<file path="src/hdl/ie_defines.svh">
`ifndef IE_DEFINES_SVH
`define IE_DEFINES_SVH

// datapath widths
`define IE_ADDR_W               32
`define IE_PACKET_W             128
`define IE_EFLAGS_W             18
`define IE_CS_W                 16

// vector numbers per type bit
`define IE_VEC_PROT             13
`define IE_VEC_PAGE             14
`define IE_VEC_INTR             15

// idt entries are 8 bytes, selector word 4 bytes in
`define IE_ENTRY_STRIDE_SHIFT   3
`define IE_SELECTOR_OFFSET      4

// opcode prefixes, sized so packets can be left-justified
`define IE_OP_PUSH              8'h68
`define IE_OP_MOV_EBP           24'h668b2e
`define IE_OP_MOV_EDI           24'h668b3e
`define IE_OP_XCHG              16'h87fd
`define IE_OP_SAR               32'h66c1fd04
`define IE_OP_MOV_CS            16'h8ecd
`define IE_OP_JMP               24'h66ffe7
`define IE_OP_MOV_STACK         48'h6766896c2408
`define IE_OP_RET_FAR           8'hcb
`define IE_OP_ADD_ESP           32'h6683c404

`endif

</file>
<file path="src/hdl/ie_pkg.sv">
`include "ie_defines.svh"

package ie_pkg;

    // address or 32-bit immediate
    typedef logic [`IE_ADDR_W-1:0]   ie_addr_t;
    // one fetch packet, left-justified
    typedef logic [`IE_PACKET_W-1:0] ie_packet_t;
    // bit 0 protection, bit 1 page fault, bit 2 interrupt
    typedef logic [2:0]              ie_type_t;
    typedef logic [`IE_EFLAGS_W-1:0] ie_eflags_t;
    typedef logic [`IE_CS_W-1:0]     ie_cs_t;

    // entry run, service wait, return run
    typedef enum logic [3:0] {
        S_IDLE,
        S_FLUSH,
        S_PUSH_EFLAGS,
        S_PUSH_CS,
        S_PUSH_EIP,
        S_LOAD_OFFSET,
        S_LOAD_SELECTOR,
        S_EXCHANGE,
        S_SHIFT_SEL,
        S_MOV_CS,
        S_JUMP,
        S_IN_ISR,
        S_MOV_EFLAGS,
        S_RET_FAR,
        S_ADD_ESP
    } ie_state_t;

    // latched return context plus both idt addresses
    typedef struct packed {
        ie_addr_t   entry;
        ie_addr_t   entry_sel;
        ie_addr_t   eip;
        ie_eflags_t eflags;
        ie_cs_t     cs;
    } ie_context_t;

endpackage

</file>
<file path="src/hdl/idt_entry_capture.sv">
`include "ie_defines.svh"

module idt_entry_capture
    import ie_pkg::*;
(
    input  logic        clk,
    input  logic        rst_n,
    input  logic        ld_info_regs,
    input  ie_type_t    ie_type,
    input  ie_addr_t    idtr_base,
    input  ie_addr_t    eip_wb,
    input  ie_eflags_t  eflags_wb,
    input  ie_cs_t      cs_wb,
    output ie_context_t ctx
);

    ie_addr_t vector;
    ie_addr_t entry;
    ie_addr_t entry_sel;

    // lowest set type bit wins
    always_comb begin
        if (ie_type[0]) begin
            vector = ie_addr_t'(`IE_VEC_PROT);
        end else if (ie_type[1]) begin
            vector = ie_addr_t'(`IE_VEC_PAGE);
        end else if (ie_type[2]) begin
            vector = ie_addr_t'(`IE_VEC_INTR);
        end else begin
            vector = '0;
        end
    end

    // base + 8 * vector, selector word sits above the offset
    assign entry     = idtr_base + (vector << `IE_ENTRY_STRIDE_SHIFT);
    assign entry_sel = entry + ie_addr_t'(`IE_SELECTOR_OFFSET);

    // tracks writeback while idle, frozen for the whole service
    always_ff @(posedge clk or negedge rst_n) begin
        if (!rst_n) begin
            ctx <= '0;
        end else if (ld_info_regs) begin
            ctx.entry     <= entry;
            ctx.entry_sel <= entry_sel;
            ctx.eip       <= eip_wb;
            ctx.eflags    <= eflags_wb;
            ctx.cs        <= cs_wb;
        end
    end

endmodule

</file>
<file path="src/hdl/ie_control.sv">
module ie_control
    import ie_pkg::*;
(
    input  logic      clk,
    input  logic      rst_n,
    input  logic      enable,
    input  logic      ie_in,
    input  logic      is_iretd,
    input  logic      rrag_stall,
    input  logic      is_final_switch_wb,
    output ie_state_t state,
    output logic      packet_valid,
    output logic      flush_pipe,
    output logic      ld_eip,
    output logic      ld_info_regs,
    output logic      is_pop_eflags,
    output logic      servicing_ie,
    output logic      switching,
    output logic      invalidate_fetch
);

    ie_state_t state_nxt;
    logic      is_pkt;
    logic      is_final;
    logic      issued;
    logic      ret_flush;

    // states that put a packet on the fetch bus
    always_comb begin
        case (state)
            S_PUSH_EFLAGS, S_PUSH_CS, S_PUSH_EIP,
            S_LOAD_OFFSET, S_LOAD_SELECTOR,
            S_EXCHANGE, S_SHIFT_SEL, S_MOV_CS, S_JUMP,
            S_MOV_EFLAGS, S_RET_FAR, S_ADD_ESP: is_pkt = 1'b1;
            default:                            is_pkt = 1'b0;
        endcase
    end

    // jump into the isr and far return out of it
    assign is_final = (state == S_JUMP) || (state == S_RET_FAR);

    always_comb begin
        state_nxt = state;
        if (is_final) begin
            // wait for the switch instruction to retire
            if (issued && is_final_switch_wb) begin
                state_nxt = (state == S_JUMP) ? S_IN_ISR : S_ADD_ESP;
            end
        end else if (!(is_pkt && rrag_stall)) begin
            case (state)
                S_IDLE: begin
                    if (enable && ie_in) begin
                        state_nxt = S_FLUSH;
                    end
                end
                S_FLUSH:         state_nxt = S_PUSH_EFLAGS;
                S_PUSH_EFLAGS:   state_nxt = S_PUSH_CS;
                S_PUSH_CS:       state_nxt = S_PUSH_EIP;
                S_PUSH_EIP:      state_nxt = S_LOAD_OFFSET;
                S_LOAD_OFFSET:   state_nxt = S_LOAD_SELECTOR;
                S_LOAD_SELECTOR: state_nxt = S_EXCHANGE;
                S_EXCHANGE:      state_nxt = S_SHIFT_SEL;
                S_SHIFT_SEL:     state_nxt = S_MOV_CS;
                S_MOV_CS:        state_nxt = S_JUMP;
                S_IN_ISR: begin
                    // stay in the routine until iretd
                    if (is_iretd) begin
                        state_nxt = S_MOV_EFLAGS;
                    end
                end
                S_MOV_EFLAGS:    state_nxt = S_RET_FAR;
                S_ADD_ESP:       state_nxt = S_IDLE;
                default:         state_nxt = S_IDLE;
            endcase
        end
    end

    always_ff @(posedge clk or negedge rst_n) begin
        if (!rst_n) begin
            state     <= S_IDLE;
            issued    <= 1'b0;
            ret_flush <= 1'b0;
        end else begin
            state     <= state_nxt;
            // set once the switch packet leaves unstalled, cleared on exit
            issued    <= is_final && (state_nxt == state) && (issued || !rrag_stall);
            // one more flush on the way back to idle
            ret_flush <= (state == S_ADD_ESP) && (state_nxt == S_IDLE);
        end
    end

    // single valid pulse in the switch states, then fetch is invalidated
    assign packet_valid     = is_pkt && !(is_final && issued);
    assign invalidate_fetch = is_final && issued;

    assign flush_pipe    = (state == S_FLUSH) || ret_flush;
    assign ld_info_regs  = (state == S_IDLE);
    // eip follows writeback outside the sequences
    assign ld_eip        = (state == S_IDLE) || (state == S_IN_ISR);
    assign is_pop_eflags = (state == S_MOV_EFLAGS);
    assign servicing_ie  = (state != S_IDLE) && (state != S_FLUSH);
    assign switching     = (state != S_IDLE) && (state != S_IN_ISR);

endmodule

</file>
<file path="src/hdl/ie_handler.sv">
module ie_handler
    import ie_pkg::*;
(
    input  logic       clk,
    input  logic       rst_n,
    input  logic       enable,
    input  logic       ie_in,
    input  ie_type_t   ie_type,
    input  ie_addr_t   idtr_base,
    input  ie_addr_t   eip_wb,
    input  ie_eflags_t eflags_wb,
    input  ie_cs_t     cs_wb,
    input  logic       is_iretd,
    input  logic       rrag_stall,
    input  logic       is_final_switch_wb,
    output ie_packet_t packet_out,
    output logic       packet_valid,
    output logic       flush_pipe,
    output logic       ld_eip,
    output logic       ld_info_regs,
    output logic       is_pop_eflags,
    output logic       servicing_ie,
    output logic       switching,
    output logic       invalidate_fetch
);

    ie_state_t   state;
    ie_context_t ctx;

    // sequencer
    ie_control ie_control_inst (
        .clk                (clk),
        .rst_n              (rst_n),
        .enable             (enable),
        .ie_in              (ie_in),
        .is_iretd           (is_iretd),
        .rrag_stall         (rrag_stall),
        .is_final_switch_wb (is_final_switch_wb),
        .state              (state),
        .packet_valid       (packet_valid),
        .flush_pipe         (flush_pipe),
        .ld_eip             (ld_eip),
        .ld_info_regs       (ld_info_regs),
        .is_pop_eflags      (is_pop_eflags),
        .servicing_ie       (servicing_ie),
        .switching          (switching),
        .invalidate_fetch   (invalidate_fetch)
    );

    // return context and idt addresses
    idt_entry_capture idt_entry_capture_inst (
        .clk          (clk),
        .rst_n        (rst_n),
        .ld_info_regs (ld_info_regs),
        .ie_type      (ie_type),
        .idtr_base    (idtr_base),
        .eip_wb       (eip_wb),
        .eflags_wb    (eflags_wb),
        .cs_wb        (cs_wb),
        .ctx          (ctx)
    );

    // packet per state, same cycle
    isr_packet_gen isr_packet_gen_inst (
        .state      (state),
        .ctx        (ctx),
        .packet_out (packet_out)
    );

endmodule

</file>
<file path="src/hdl/isr_packet_gen.sv">
`include "ie_defines.svh"

module isr_packet_gen
    import ie_pkg::*;
(
    input  ie_state_t   state,
    input  ie_context_t ctx,
    output ie_packet_t  packet_out
);

    ie_packet_t push_eflags, push_cs, push_eip;
    ie_packet_t mov_ebp, mov_edi;
    ie_packet_t xchg, sar_sel, mov_cs, jmp_edi;
    ie_packet_t mov_stack, ret_far, add_esp;

    // immediates go out little-endian
    function automatic ie_addr_t swap32(input ie_addr_t v);
        return {v[7:0], v[15:8], v[23:16], v[31:24]};
    endfunction

    // pushes of the zero-extended return context
    assign push_eflags = {`IE_OP_PUSH, swap32(ie_addr_t'(ctx.eflags)),
                          {(`IE_PACKET_W - 8 - `IE_ADDR_W){1'b0}}};
    assign push_cs     = {`IE_OP_PUSH, swap32(ie_addr_t'(ctx.cs)),
                          {(`IE_PACKET_W - 8 - `IE_ADDR_W){1'b0}}};
    assign push_eip    = {`IE_OP_PUSH, swap32(ctx.eip),
                          {(`IE_PACKET_W - 8 - `IE_ADDR_W){1'b0}}};

    // idt loads, offset into ebp and selector into edi
    assign mov_ebp = {`IE_OP_MOV_EBP, swap32(ctx.entry),
                      {(`IE_PACKET_W - 24 - `IE_ADDR_W){1'b0}}};
    assign mov_edi = {`IE_OP_MOV_EDI, swap32(ctx.entry_sel),
                      {(`IE_PACKET_W - 24 - `IE_ADDR_W){1'b0}}};

    // fixed packets without immediate
    assign xchg      = {`IE_OP_XCHG,      {(`IE_PACKET_W - 16){1'b0}}};
    assign sar_sel   = {`IE_OP_SAR,       {(`IE_PACKET_W - 32){1'b0}}};
    assign mov_cs    = {`IE_OP_MOV_CS,    {(`IE_PACKET_W - 16){1'b0}}};
    assign jmp_edi   = {`IE_OP_JMP,       {(`IE_PACKET_W - 24){1'b0}}};
    assign mov_stack = {`IE_OP_MOV_STACK, {(`IE_PACKET_W - 48){1'b0}}};
    assign ret_far   = {`IE_OP_RET_FAR,   {(`IE_PACKET_W - 8){1'b0}}};
    assign add_esp   = {`IE_OP_ADD_ESP,   {(`IE_PACKET_W - 32){1'b0}}};

    // idle, flush and isr wait give zero
    always_comb begin
        case (state)
            S_PUSH_EFLAGS:   packet_out = push_eflags;
            S_PUSH_CS:       packet_out = push_cs;
            S_PUSH_EIP:      packet_out = push_eip;
            S_LOAD_OFFSET:   packet_out = mov_ebp;
            S_LOAD_SELECTOR: packet_out = mov_edi;
            S_EXCHANGE:      packet_out = xchg;
            S_SHIFT_SEL:     packet_out = sar_sel;
            S_MOV_CS:        packet_out = mov_cs;
            S_JUMP:          packet_out = jmp_edi;
            S_MOV_EFLAGS:    packet_out = mov_stack;
            S_RET_FAR:       packet_out = ret_far;
            S_ADD_ESP:       packet_out = add_esp;
            default:         packet_out = '0;
        endcase
    end

endmodule

</file>
<file path="config.mk">
export PLATFORM = sky130hd
export DESIGN_NAME = ie_handler
export DESIGN_NICKNAME = d
export VERILOG_FILES = /design/src/hdl/ie_pkg.sv /design/src/hdl/idt_entry_capture.sv /design/src/hdl/ie_control.sv /design/src/hdl/ie_handler.sv /design/src/hdl/isr_packet_gen.sv
export VERILOG_INCLUDE_DIRS = /design/src /design/src/hdl
export SDC_FILE = /design/constraint.sdc
export NUM_CORES = 1
export LEC_CHECK = 0
export BUFFER_PORTS_ARGS = -buffer_cell sky130_fd_sc_hd__buf_2
export CAP_MARGIN = 30
export CELL_PAD_IN_SITES_DETAIL_PLACEMENT = 1
export CELL_PAD_IN_SITES_GLOBAL_PLACEMENT = 2
export CORE_ASPECT_RATIO = 2
export CORE_MARGIN = 4
export CORE_UTILIZATION = 32
export DETAILED_ROUTE_END_ITERATION = 10
export PLACE_DENSITY_LB_ADDON = 0.2
export REMOVE_ABC_BUFFERS = 1
export SYNTH_ARGS = -nofsm -noshare
export SYNTH_HDL_FRONTEND = slang
export SYNTH_SLANG_ARGS = --single-unit
</file>
<file path="constraint.sdc">
create_clock -name clk -period 4.6 [get_ports clk]
set_input_delay 1.15 -clock clk [delete_from_list [all_inputs] [get_ports clk]]
set_output_delay 1.15 -clock clk [all_outputs]
set_load 0.02 [all_outputs]
</file>
## After elaboration in Yosys (flattened, before gate mapping)

Memory sizes are Yosys's and may differ from the RTL's.
Cells that the tools add are included.

| word-level totals | value |
|---|---|
| register bits | 136 |
| memory bits (read-only) | 16 |
| bits of input ports | 108 |
| output and inout port bits | 136 |
| word-level logic and storage cells | 58 |
| memories kept | 1 |

| operators by class | value |
|---|---|
| $add $sub $neg | 2 |
| equal/unequal tests | 17 |
| multiplexer cells | 11 |
| reductions and logical operators | 19 |

Memories:

| memory | depth | bits a word | rd ports | clocked after Yosys merged registers in | write ports | RTL line | RTL |
|---|---|---|---|---|---|---|---|
| (name not given) | 16 | 1 | 1 | 0 | 0 | ie_control.sv:30 | `case (state)` |

Operators with widths:

| operator | count |
|---|---|
| $pmux W128 S12 | 1 |
| $pmux W4 S12 | 1 |
| $add A32 B3 Y32 const B | 1 |
| $add A32 B32 Y32 | 1 |
| $mux W29 | 1 |
| $eq A4 B4 Y1 const B | 7 |
| $mux W4 | 7 |
| $eq A4 B3 Y1 const B | 4 |
| $logic_and A1 B1 Y1 | 10 |
| $eq A4 B2 Y1 const B | 2 |
| $logic_not A4 Y1 | 2 |
| $eq A4 B1 Y1 const B | 1 |
| $eq A4 B4 Y1 | 1 |
| $logic_or A1 B1 Y1 | 4 |
| $ne A4 B1 Y1 const B | 1 |
| $ne A4 B4 Y1 const B | 1 |
| $reduce_bool A4 Y1 | 1 |
| $mux W3 | 1 |
| $logic_not A1 Y1 | 2 |

## Longest topological paths before layout

Gate-level depths: netlist of run 1.

| depth | value |
|---|---|
| depth in word-level cells | 8 |
| gate-level depth with buffers | 14 |

## By module

From an unflattened synthesis of run 1, not the netlist that was laid out.

| second synthesis, totals | value |
|---|---|
| cell total of the unflattened synthesis | 915 |
| area, all modules | 8868.5 sq um |

Modules (own cells, without submodules):

| module | instances | cells each | area an instance (sq um) |
|---|---|---|---|
| idt_entry_capture | 1 | 545 | 6346.1 |
| isr_packet_gen | 1 | 293 | 1919.3 |
| ie_control | 1 | 77 | 603.1 |

## Worst setup path before layout of run 1

Ideal clock, no wire load.

| timing path | value |
|---|---|
| kind | input port to flip-flop |
| from | input ie_type[1] |
| to | register, netlist name idt_entry_capture_inst.ctx[94] |
| arrival time | 4.109 ns |
| data required time | 4.531 ns |
| path slack | 0.422 ns |
| stages on the path | 12 |
| path buffers | 0 |
| path through | inv_1 > a21o_1 > ha_1 > inv_1 > fa_1 > nand2b_1 > a21o_1 > or4_1 > a2111oi_4 > nand4_2 > or4b_1 > nand3_1 |

| between the ends | value |
|---|---|
| cells in the longest elaborated chain, start to end | 4 |

Ends and longest elaborated chain:

| item | RTL line | RTL |
|---|---|---|
| from (decl) | ie_handler.sv:8 | `input ie_type_t ie_type,` |
| $mux W4 | idt_entry_capture.sv:25 | `end else if (ie_type[1]) begin` |
| $mux W29 | idt_entry_capture.sv:23 | `if (ie_type[0]) begin` |
| $add A32 B32 Y32 | idt_entry_capture.sv:35 | `` assign entry = idtr_base + (vector << `IE_ENTRY_STRIDE_SHIFT); `` |
| $add A32 B3 Y32 | idt_entry_capture.sv:36 | `` assign entry_sel = entry + ie_addr_t'(`IE_SELECTOR_OFFSET); `` |

Every way passes these cells.
A chain may end at the register's enable or synchronous reset.

## Worst setup path after layout of run 1

| timing path | value |
|---|---|
| from | input ie_type[1] |
| to | register, netlist name idt_entry_capture_inst.ctx[95] |

| between the ends | value |
|---|---|
| cells in the longest elaborated chain, start to end | 4 |

Ends and longest elaborated chain:

| item | RTL line |
|---|---|
| $mux W4 | idt_entry_capture.sv:25 |
| $mux W29 | idt_entry_capture.sv:23 |
| $add A32 B32 Y32 | idt_entry_capture.sv:35 |
| $add A32 B3 Y32 | idt_entry_capture.sv:36 |

Every way passes these cells.

==> flow_metrics.tcl, run 1 <==
set metrics [dict create \
    grt_use_total 0.2115 \
    cap_viol_max_count 0 \
    row_count 84 \
    rr_worst_depth 9 \
    cp_num_cells 15 \
    cts.sinks 134 \
    clock_latency_ns 0.44 \
    worst-path-buf-inv 4 \
    drv_slew 0 \
    first_pass_iters 4 \
    core_mm2 0.02638 \
    r2r-end "idt_entry_capture_inst.ctx[60]$_DFFE_PN0P_" \
    cp_cell_sequence "buf_2 -> inv_1 -> a21o_1 -> ha_1 -> inv_1 -> fa_1 -> nand2b_1 -> a21o_1 -> buf_4 -> nor3_1 -> xnor2_1 -> nor4_2 -> nand4_2 -> or4_1 -> nand3_1" \
    synth_top_flop_cell "dfrtp_1" \
    endpoint_kind "flip-flop" \
    die_y_um 239.7 \
    rsz0062_at_grt "false" \
    hold_violations 0 \
    critPathSlowestCell "nor4_2" \
    clk_path_buf_depth 2 \
    dp_hpwl_um 23010 \
    placed_cell_area_mm2 0.009659 \
    worstMarginPinSlew_ns 0.8158 \
    grt_pass1_wl_um 47700 \
    htree_levels 4 \
    synth_area_mm2 0.008586 \
    drive_above_1_share 0.2127 \
    synth_top_area_share 0.3906 \
    required_ns 4.98 \
    route.detailed.drc 0 \
    hp-class "reg2reg" \
    crit_type "in2reg" \
    overflow 0 \
    finalSetupViolations 0 \
    cellLeakagePower_nw 5.078 \
    place.gp.congestion 0.8603 \
    synth-edff-count 0 \
    startpoint_type "primary input" \
    fin_crit_ns 4.078 \
    fin_skew_ns 0.007435 \
    drtAntennaViolNets 0 \
    clock-root-buffer "clkbuf_16" \
    grt_antenna_before_repair 0 \
    synthTopCellsByArea "dfrtp_1, nand2_1, buf_4, nor2_1, a21oi_1" \
    vias 8087 \
    ios 244 \
    cp_slowest_stage_delay_ns 0.47 \
    wl_per_cell_um 18.98 \
    cts_buffers 17 \
    grt_max_degree 176 \
    fmax_ghz 0.2452 \
    r2r_start "ie_control_inst.state[2]$_DFF_PN0_" \
    cp-startpoint "ie_type[1]" \
    die_x_um 123.8 \
    fin_crit_sh 0.8866 \
    r2r_slack_ns 1.70 \
    dieArea_mm2 0.02967 \
    async_reset_ff_frac 1.000 \
    nets 1375 \
    first_iter_violations 315 \
    yosysSeqAreaShare 0.3906 \
    holdBufCountCts 0 \
    grt_pass1_vias 8664 \
    synth.distinct_cells 70 \
    synth_seq_cells 134 \
    final_util 0.3906 \
    routed_via_density 4.998 \
    ir_drop_mv 0.4360 \
    cts_tree "yes" \
    cts.clk_slew.worst_paths_ns 0.06 \
    maxSlewHeadroom 0.4562 \
    initial_utilization 0.3255 \
    io_buffers 170 \
    final_area_mm2 0.01030 \
    yosysTopAreaCell "dfrtp_1" \
    routed_wl_um 30710 \
    final.fill_count 3320 \
    critPathTopFamily "simple AND/OR/NAND/NOR gates" \
    syn_area_per_cell_um2 7.827 \
    path_max_fanout 7 \
    worst_ep_arrival_time_ns 4.46 \
    cts.repair.resized 0 \
    powerDensity_mw_per_mm2 691.3 \
    postCtsSetupBuffers 0 \
    status "finished, final reports clean" \
    yosys_warnings 0 \
    cp-endpoint "idt_entry_capture_inst.ctx[95]$_DFFE_PN0P_" \
    netlist_instances 1097 \
    n_antenna_cell 0 \
    area_delta_synth_final_pct 20.02 \
]
## worst register-to-register path, delay by kind of cell (launching register included)
kind	cells	cell delay, ns
buffers and inverters	4	1.43
DFF	1	0.48
and+or+nand+nor	5	0.91
## cell families (layout without fill, tap and decap cells)
group,after synthesis,in the layout,share of synthesized area
and+or+nand+nor,527,527,0.2724
adders and majority gates,7,7,0.01078
AOI/OAI and AO/OA,219,219,0.1651
xor gates and xnor gates,40,40,0.04080
other,1,73,0.0004368
buffers and inverters,153,258,0.1007
muxes,16,16,0.01924
DFF,134,134,0.3906
## power by group
group	internal, mW	switching, mW
clock	0.892	0.549
combinational	1.17	2.37
sequential	1.76	0.372
total	3.83	3.30
## layout by cell type (no fill, tap or decap), types with 14 or more instances in the layout
cell type,netlist,final
buf_4,74,39
clkbuf_16,0,17
xnor2_1,30,30
dfrtp_1,134,132
conb_1,1,73
nand3_1,22,22
a21oi_1,58,58
inv_1,15,14
buf_2,4,169
nand2_1,322,321
a22o_1,17,17
nor2_1,87,87
o21ai_0,58,58
nor3_1,20,20
## routing by layer
| layer | routed length [µm] | up-vias | GRT usage |
|---|---|---|---|
| li1 | - | 3901 | - |
| met1 | 11210 | 3930 | 0.2230 |
| met2 | 17490 | 209 | 0.4082 |
| met3 | 1164 | 47 | 0.03308 |
| met4 | 851 | 0 | 0.07765 |
| met5 | 0 | - | 0 |
## flip-flops by register name, indices dropped and copies added, names as in the netlist
name / count
idt_entry_capture_inst.ctx: 128
ie_control_inst.state: 4
ie_control_inst.ret_flush: 1
ie_control_inst.issued: 1
## Yosys cell counts (4+ instances only)
cell type / count
nand2_1: 322
dfrtp_1: 134
nor2_1: 87
buf_4: 74
a21oi_1: 58
o21ai_0: 58
clkbuf_1: 46
xnor2_1: 30
nand3_1: 22
nor3_1: 20
a22o_1: 17
inv_1: 15
buf_1: 13
a21o_1: 12
mux2i_1: 12
o22ai_1: 12
xor2_1: 10
a22oi_1: 9
a31oi_1: 8
and3_1: 8
nand2b_1: 8
o31ai_1: 7
nand4_1: 6
nor2b_1: 6
nor4_1: 6
a211oi_1: 5
and2_1: 5
ha_1: 5
o211ai_1: 5
or2_2: 5
or4_1: 5
a221o_1: 4
and4_1: 4
buf_2: 4
mux2_2: 4
## cell type report
| cell class | count | area (µm²) | share of cell area |
|---|---|---|---|
| clock buffers | 20 | 466.7 | 0.04529 |
| clock inverters | 12 | 151.4 | 0.01469 |
| inverters | 15 | 57.56 | 0.005585 |
| multi-input cells | 882 | 4646 | 0.4508 |
| flip-flops and latches | 134 | 3356 | 0.3256 |
| well taps | 344 | 430.4 | 0.04177 |
| repair buffers | 211 | 1197 | 0.1162 |
## worst min path at each step
| stage | startpoint | end | slack (ns) | cells after the start |
|---|---|---|---|---|
| 3_3_place_gp | idt_entry_capture_inst.ctx[0]$_DFFE_PN0P_ | idt_entry_capture_inst.ctx[0]$_DFFE_PN0P_ | 0.46 | 2 |
| 6_report | idt_entry_capture_inst.ctx[3]$_DFFE_PN0P_ | idt_entry_capture_inst.ctx[3]$_DFFE_PN0P_ | 0.47 | 2 |
| 4_1_cts | idt_entry_capture_inst.ctx[31]$_DFFE_PN0P_ | idt_entry_capture_inst.ctx[31]$_DFFE_PN0P_ | 0.48 | 2 |
| 5_1_grt | rst_n | idt_entry_capture_inst.ctx[16]$_DFFE_PN0P_ | 0.46 | 1 |
| 3_5_place_dp | idt_entry_capture_inst.ctx[0]$_DFFE_PN0P_ | idt_entry_capture_inst.ctx[0]$_DFFE_PN0P_ | 0.46 | 2 |
| 2_1_floorplan | idt_entry_capture_inst.ctx[0]$_DFFE_PN0P_ | idt_entry_capture_inst.ctx[0]$_DFFE_PN0P_ | 0.44 | 2 |
## through the flow
stage / TNS [ns] / power [mW] / instances / hold WS [ns] / worst slack [ns]
floorplan: -193.24 / 4.388 / 1031 / 0.4401 / -2.808
finish: 0 / 7.123 / 1618 / 0.4746 / 0.5219
detailed placement: 0 / 5.768 / 1585 / 0.4583 / 0.06956
global route: 0 / 7.710 / 1618 / 0.4602 / 0.2276
CTS: 0 / 7.249 / 1617 / 0.4787 / 0.4944
global placement: 0 / 5.686 / 1585 / 0.4569 / 0.1465
(Power assumes the default switching activity.)
==> run 2: changes to the inputs <==
--- a/config.mk
+++ b/config.mk
@@ -12,10 +12,12 @@
 export CELL_PAD_IN_SITES_GLOBAL_PLACEMENT = 2
 export CORE_ASPECT_RATIO = 2
 export CORE_MARGIN = 4
-export CORE_UTILIZATION = 32
+export CORE_UTILIZATION = 35
 export DETAILED_ROUTE_END_ITERATION = 10
+export GPL_TIMING_DRIVEN = 0
 export PLACE_DENSITY_LB_ADDON = 0.2
 export REMOVE_ABC_BUFFERS = 1
 export SYNTH_ARGS = -nofsm -noshare
 export SYNTH_HDL_FRONTEND = slang
+export SYNTH_HIERARCHICAL = 1
 export SYNTH_SLANG_ARGS = --single-unit
==> flow_metrics.tcl, run 2 <==
set metrics [dict create \
    row_count 82 \
    synthTopCellsByCount "dfrtp_1, mux2_2, buf_4" \
    first_pass_iters 7 \
    fmax_ghz 0.2323 \
    required_ns 4.94 \
    p_int_mw 4.255 \
    startpoint_type "primary input" \
    grt_pass1_vias 7499 \
    maxSlewHeadroom 0.3658 \
    first_iter_violations 336 \
    synth_seq_cells 134 \
    yosys_warnings 6 \
    seqCellArea_mm2 0.003358 \
    fin_crit_sh 0.9358 \
    overflow 0 \
    worstMarginPinSlew_ns 0.9493 \
    clk_path_buf_depth 2 \
    cp_cell_sequence "buf_2 -> or3_1 -> ha_1 -> a211o_1 -> a21oi_4 -> mux2_2 -> o22ai_1 -> nand3_1 -> or3_1 -> o21ba_1 -> o31ai_1" \
    synthTopCellsByArea "dfrtp_1, mux2_2, buf_4, a21oi_1, nor2_1" \
    powerDensity_mw_per_mm2 709.5 \
    placed_cell_area_mm2 0.009736 \
    area_delta_synth_final_pct 16.66 \
    largest_register_ffs 128 \
    htree_levels 4 \
    worst_ep_arrival_time_ns 4.65 \
    yosysSeqAreaShare 0.3781 \
    initial_utilization 0.3543 \
    switching_power_mw 3.086 \
    drive_above_1_share 0.3191 \
    route.detailed.drc 0 \
    cts.sinks 134 \
    ir_drop_mv 0.2587 \
    multi_input_area_mm2 0.004790 \
    holdBufCountCts 0 \
    postCtsSetupBuffers 0 \
    async_reset_ff_frac 1.000 \
    routed_wl_um 27450 \
    hp-class "reg2reg" \
    grt_max_degree 74 \
    cts.repair.resized 0 \
    nets 1160 \
    synth_area_mm2 0.008869 \
    die_y_um 233.1 \
    synth_top_area_share 0.3781 \
    post-synth-top-count-cell "dfrtp_1" \
    top_regs "idt_entry_capture_inst/ctx: 128 flops, ie_control_inst/state: 4 flops" \
    dp_hpwl_um 20680 \
    final_area_mm2 0.01035 \
    synth_top_flop_cell "dfrtp_1" \
    regMostFlops "idt_entry_capture_inst/ctx" \
    grt_antenna_before_repair 0 \
    power_frac_comb 0.508 \
    crit_top_cell "or3_1" \
    status "finished, final reports clean" \
    wl_per_cell_um 19.72 \
    n_antenna_cell 0 \
    dieArea_mm2 0.02810 \
    grt_pass1_wl_um 42300 \
    critPathSlowestCell "or3_1" \
    cts_tree "yes" \
    drtAntennaViolNets 0 \
    finalSetupViolations 0 \
    switching_share 0.4204 \
    layout_common_cells "buf_2, dfrtp_1, mux2_2, nor2_1, conb_1" \
    io_buffers 170 \
    cts.clk_slew.worst_paths_ns 0.05 \
    core_mm2 0.02503 \
    endpoint_kind "flip-flop" \
    path_max_fanout 8 \
    hold_violations 0 \
    netlist_instances 915 \
    syn_area_per_cell_um2 9.692 \
    seq_power_share 0.300 \
    drv_slew 0 \
    p_total_mw 7.341 \
    vias 7148 \
    rsz0062_at_grt "false" \
    place.gp.congestion 0.8487 \
    whs_ns 0.4884 \
    crit_type "in2reg" \
    clock-root-buffer "clkbuf_16" \
    routed_via_density 5.135 \
    yosysTopAreaCell "dfrtp_1" \
    critPathTopFamily "compound AO/OA/AOI/OAI gates" \
    synth.distinct_cells 85 \
    cts_buffers 17 \
    fin_crit_ns 4.305 \
    cp_slowest_stage_delay_ns 0.47 \
    synth-edff-count 0 \
    ios 244 \
    p_clk_frac 0.192 \
    final.fill_count 2915 \
    cap_viol_max_count 0 \
    die_x_um 120.6 \
    grt_use_total 0.1957 \
    fin_skew_ns 0.005292 \
    clock_latency_ns 0.43 \
    cellLeakagePower_nw 4.461 \
    worst-path-buf-inv 1 \
    final_common_cell "buf_2" \
]
[run 2: cell count changes after synthesis, sizes merged, moves of 11 or more]
cell,change
nor2,-11
clkbuf,-20
xor2,+15
o21ai,-23
mux2,+90
buf,+25
nand2,-278
[run 2: layout make-up]
| cell class | count | area share |
|---|---|---|
| Clock buffer | 27 | 0.05249 |
| Clock inverter | 2 | 0.005805 |
| Inverter | 22 | 0.007982 |
| Multi-Input combinational cell | 688 | 0.4629 |
| Sequential cell | 134 | 0.3246 |
| Tap cell | 336 | 0.04063 |
| Timing Repair Buffer | 183 | 0.1056 |
[run 2: power by group through the flow]
stage | registers, mW | clock network [mW] | logic, mW
2_1_floorplan | 2.22 | 0 | 2.57
3_3_place_gp | 2.41 | 0 | 3.46
3_5_place_dp | 2.23 | 0 | 3.79
4_1_cts | 2.21 | 1.46 | 3.80
5_1_grt | 2.29 | 1.50 | 4.08
6_report | 2.21 | 1.41 | 3.73
[run 2: worst paths after layout]
check	start	end	cells after the start	slack [ns]
hold / removal	idt_entry_capture_inst/ctx[96]$_DFFE_PN0P_	idt_entry_capture_inst/ctx[96]$_DFFE_PN0P_	2	0.49
min in group asynchronous	rst_n	idt_entry_capture_inst/ctx[17]$_DFFE_PN0P_	1	0.73
setup / recovery	ie_type[1]	idt_entry_capture_inst/ctx[97]$_DFFE_PN0P_	11	0.30
hold reg to reg	idt_entry_capture_inst/ctx[96]$_DFFE_PN0P_	idt_entry_capture_inst/ctx[96]$_DFFE_PN0P_	2	0.49
setup reg to reg	ie_control_inst/state[2]$_DFF_PN0_	idt_entry_capture_inst/ctx[99]$_DFFE_PN0P_	7	1.75
max in group asynchronous	rst_n	ie_control_inst/state[2]$_DFF_PN0_	2	3.04
[run 2: routing by layer]
layer  part of all wire  vias to the layer above  global-route usage  wire length (µm)
met3              0.040                       40             0.03998              1108
met2               0.56                      174              0.3714             15420
li1                   -                     3375                   -                 -
met4              0.031                        0             0.08404               846
met1               0.37                     3559              0.2050             10070
met5                  0                        -                   0                 0
[run 2: cell families (layout without fill, tap and decap cells)]
| family | after synthesis | after routing | synth area share |
|---|---|---|---|
| AND/OR/NAND/NOR | 244 | 244 | 0.1558 |
| AO/OA/AOI/OAI | 210 | 210 | 0.1608 |
| buffers and inverters | 165 | 234 | 0.1148 |
| flip-flops | 134 | 134 | 0.3781 |
| multiplexers | 98 | 98 | 0.1243 |
| XOR/XNOR | 56 | 56 | 0.05530 |
| adder cells (fa/ha/maj) | 7 | 7 | 0.01044 |
| other | 1 | 73 | 0.0004228 |
[run 2: worst register-to-register path: stages (launching register included)]
cell and delay [ns]:
dfrtp_2 0.57, buf_12 0.26, nor2_1 0.17, nand2_1 0.18, nor2_4 0.63, buf_12 0.27
buf_12 0.26, mux2_2 0.39
[run 2: through the flow]
| stage | worst slack (ns) | utilization | TNS, ns | std cells |
|---|---|---|---|---|
| finish | 0.2953 | 0.4133 | 0 | 1392 |
| global route | 0.1474 | 0.4133 | 0 | 1392 |
| CTS | 0.1795 | 0.4130 | 0 | 1392 |
| detailed placement | -0.2865 | 0.3889 | -1.735 | 1363 |
| global placement | -10.26 | 0.3784 | -1021.93 | 1350 |
| floorplan | -4.642 | - | -478.86 | 844 |
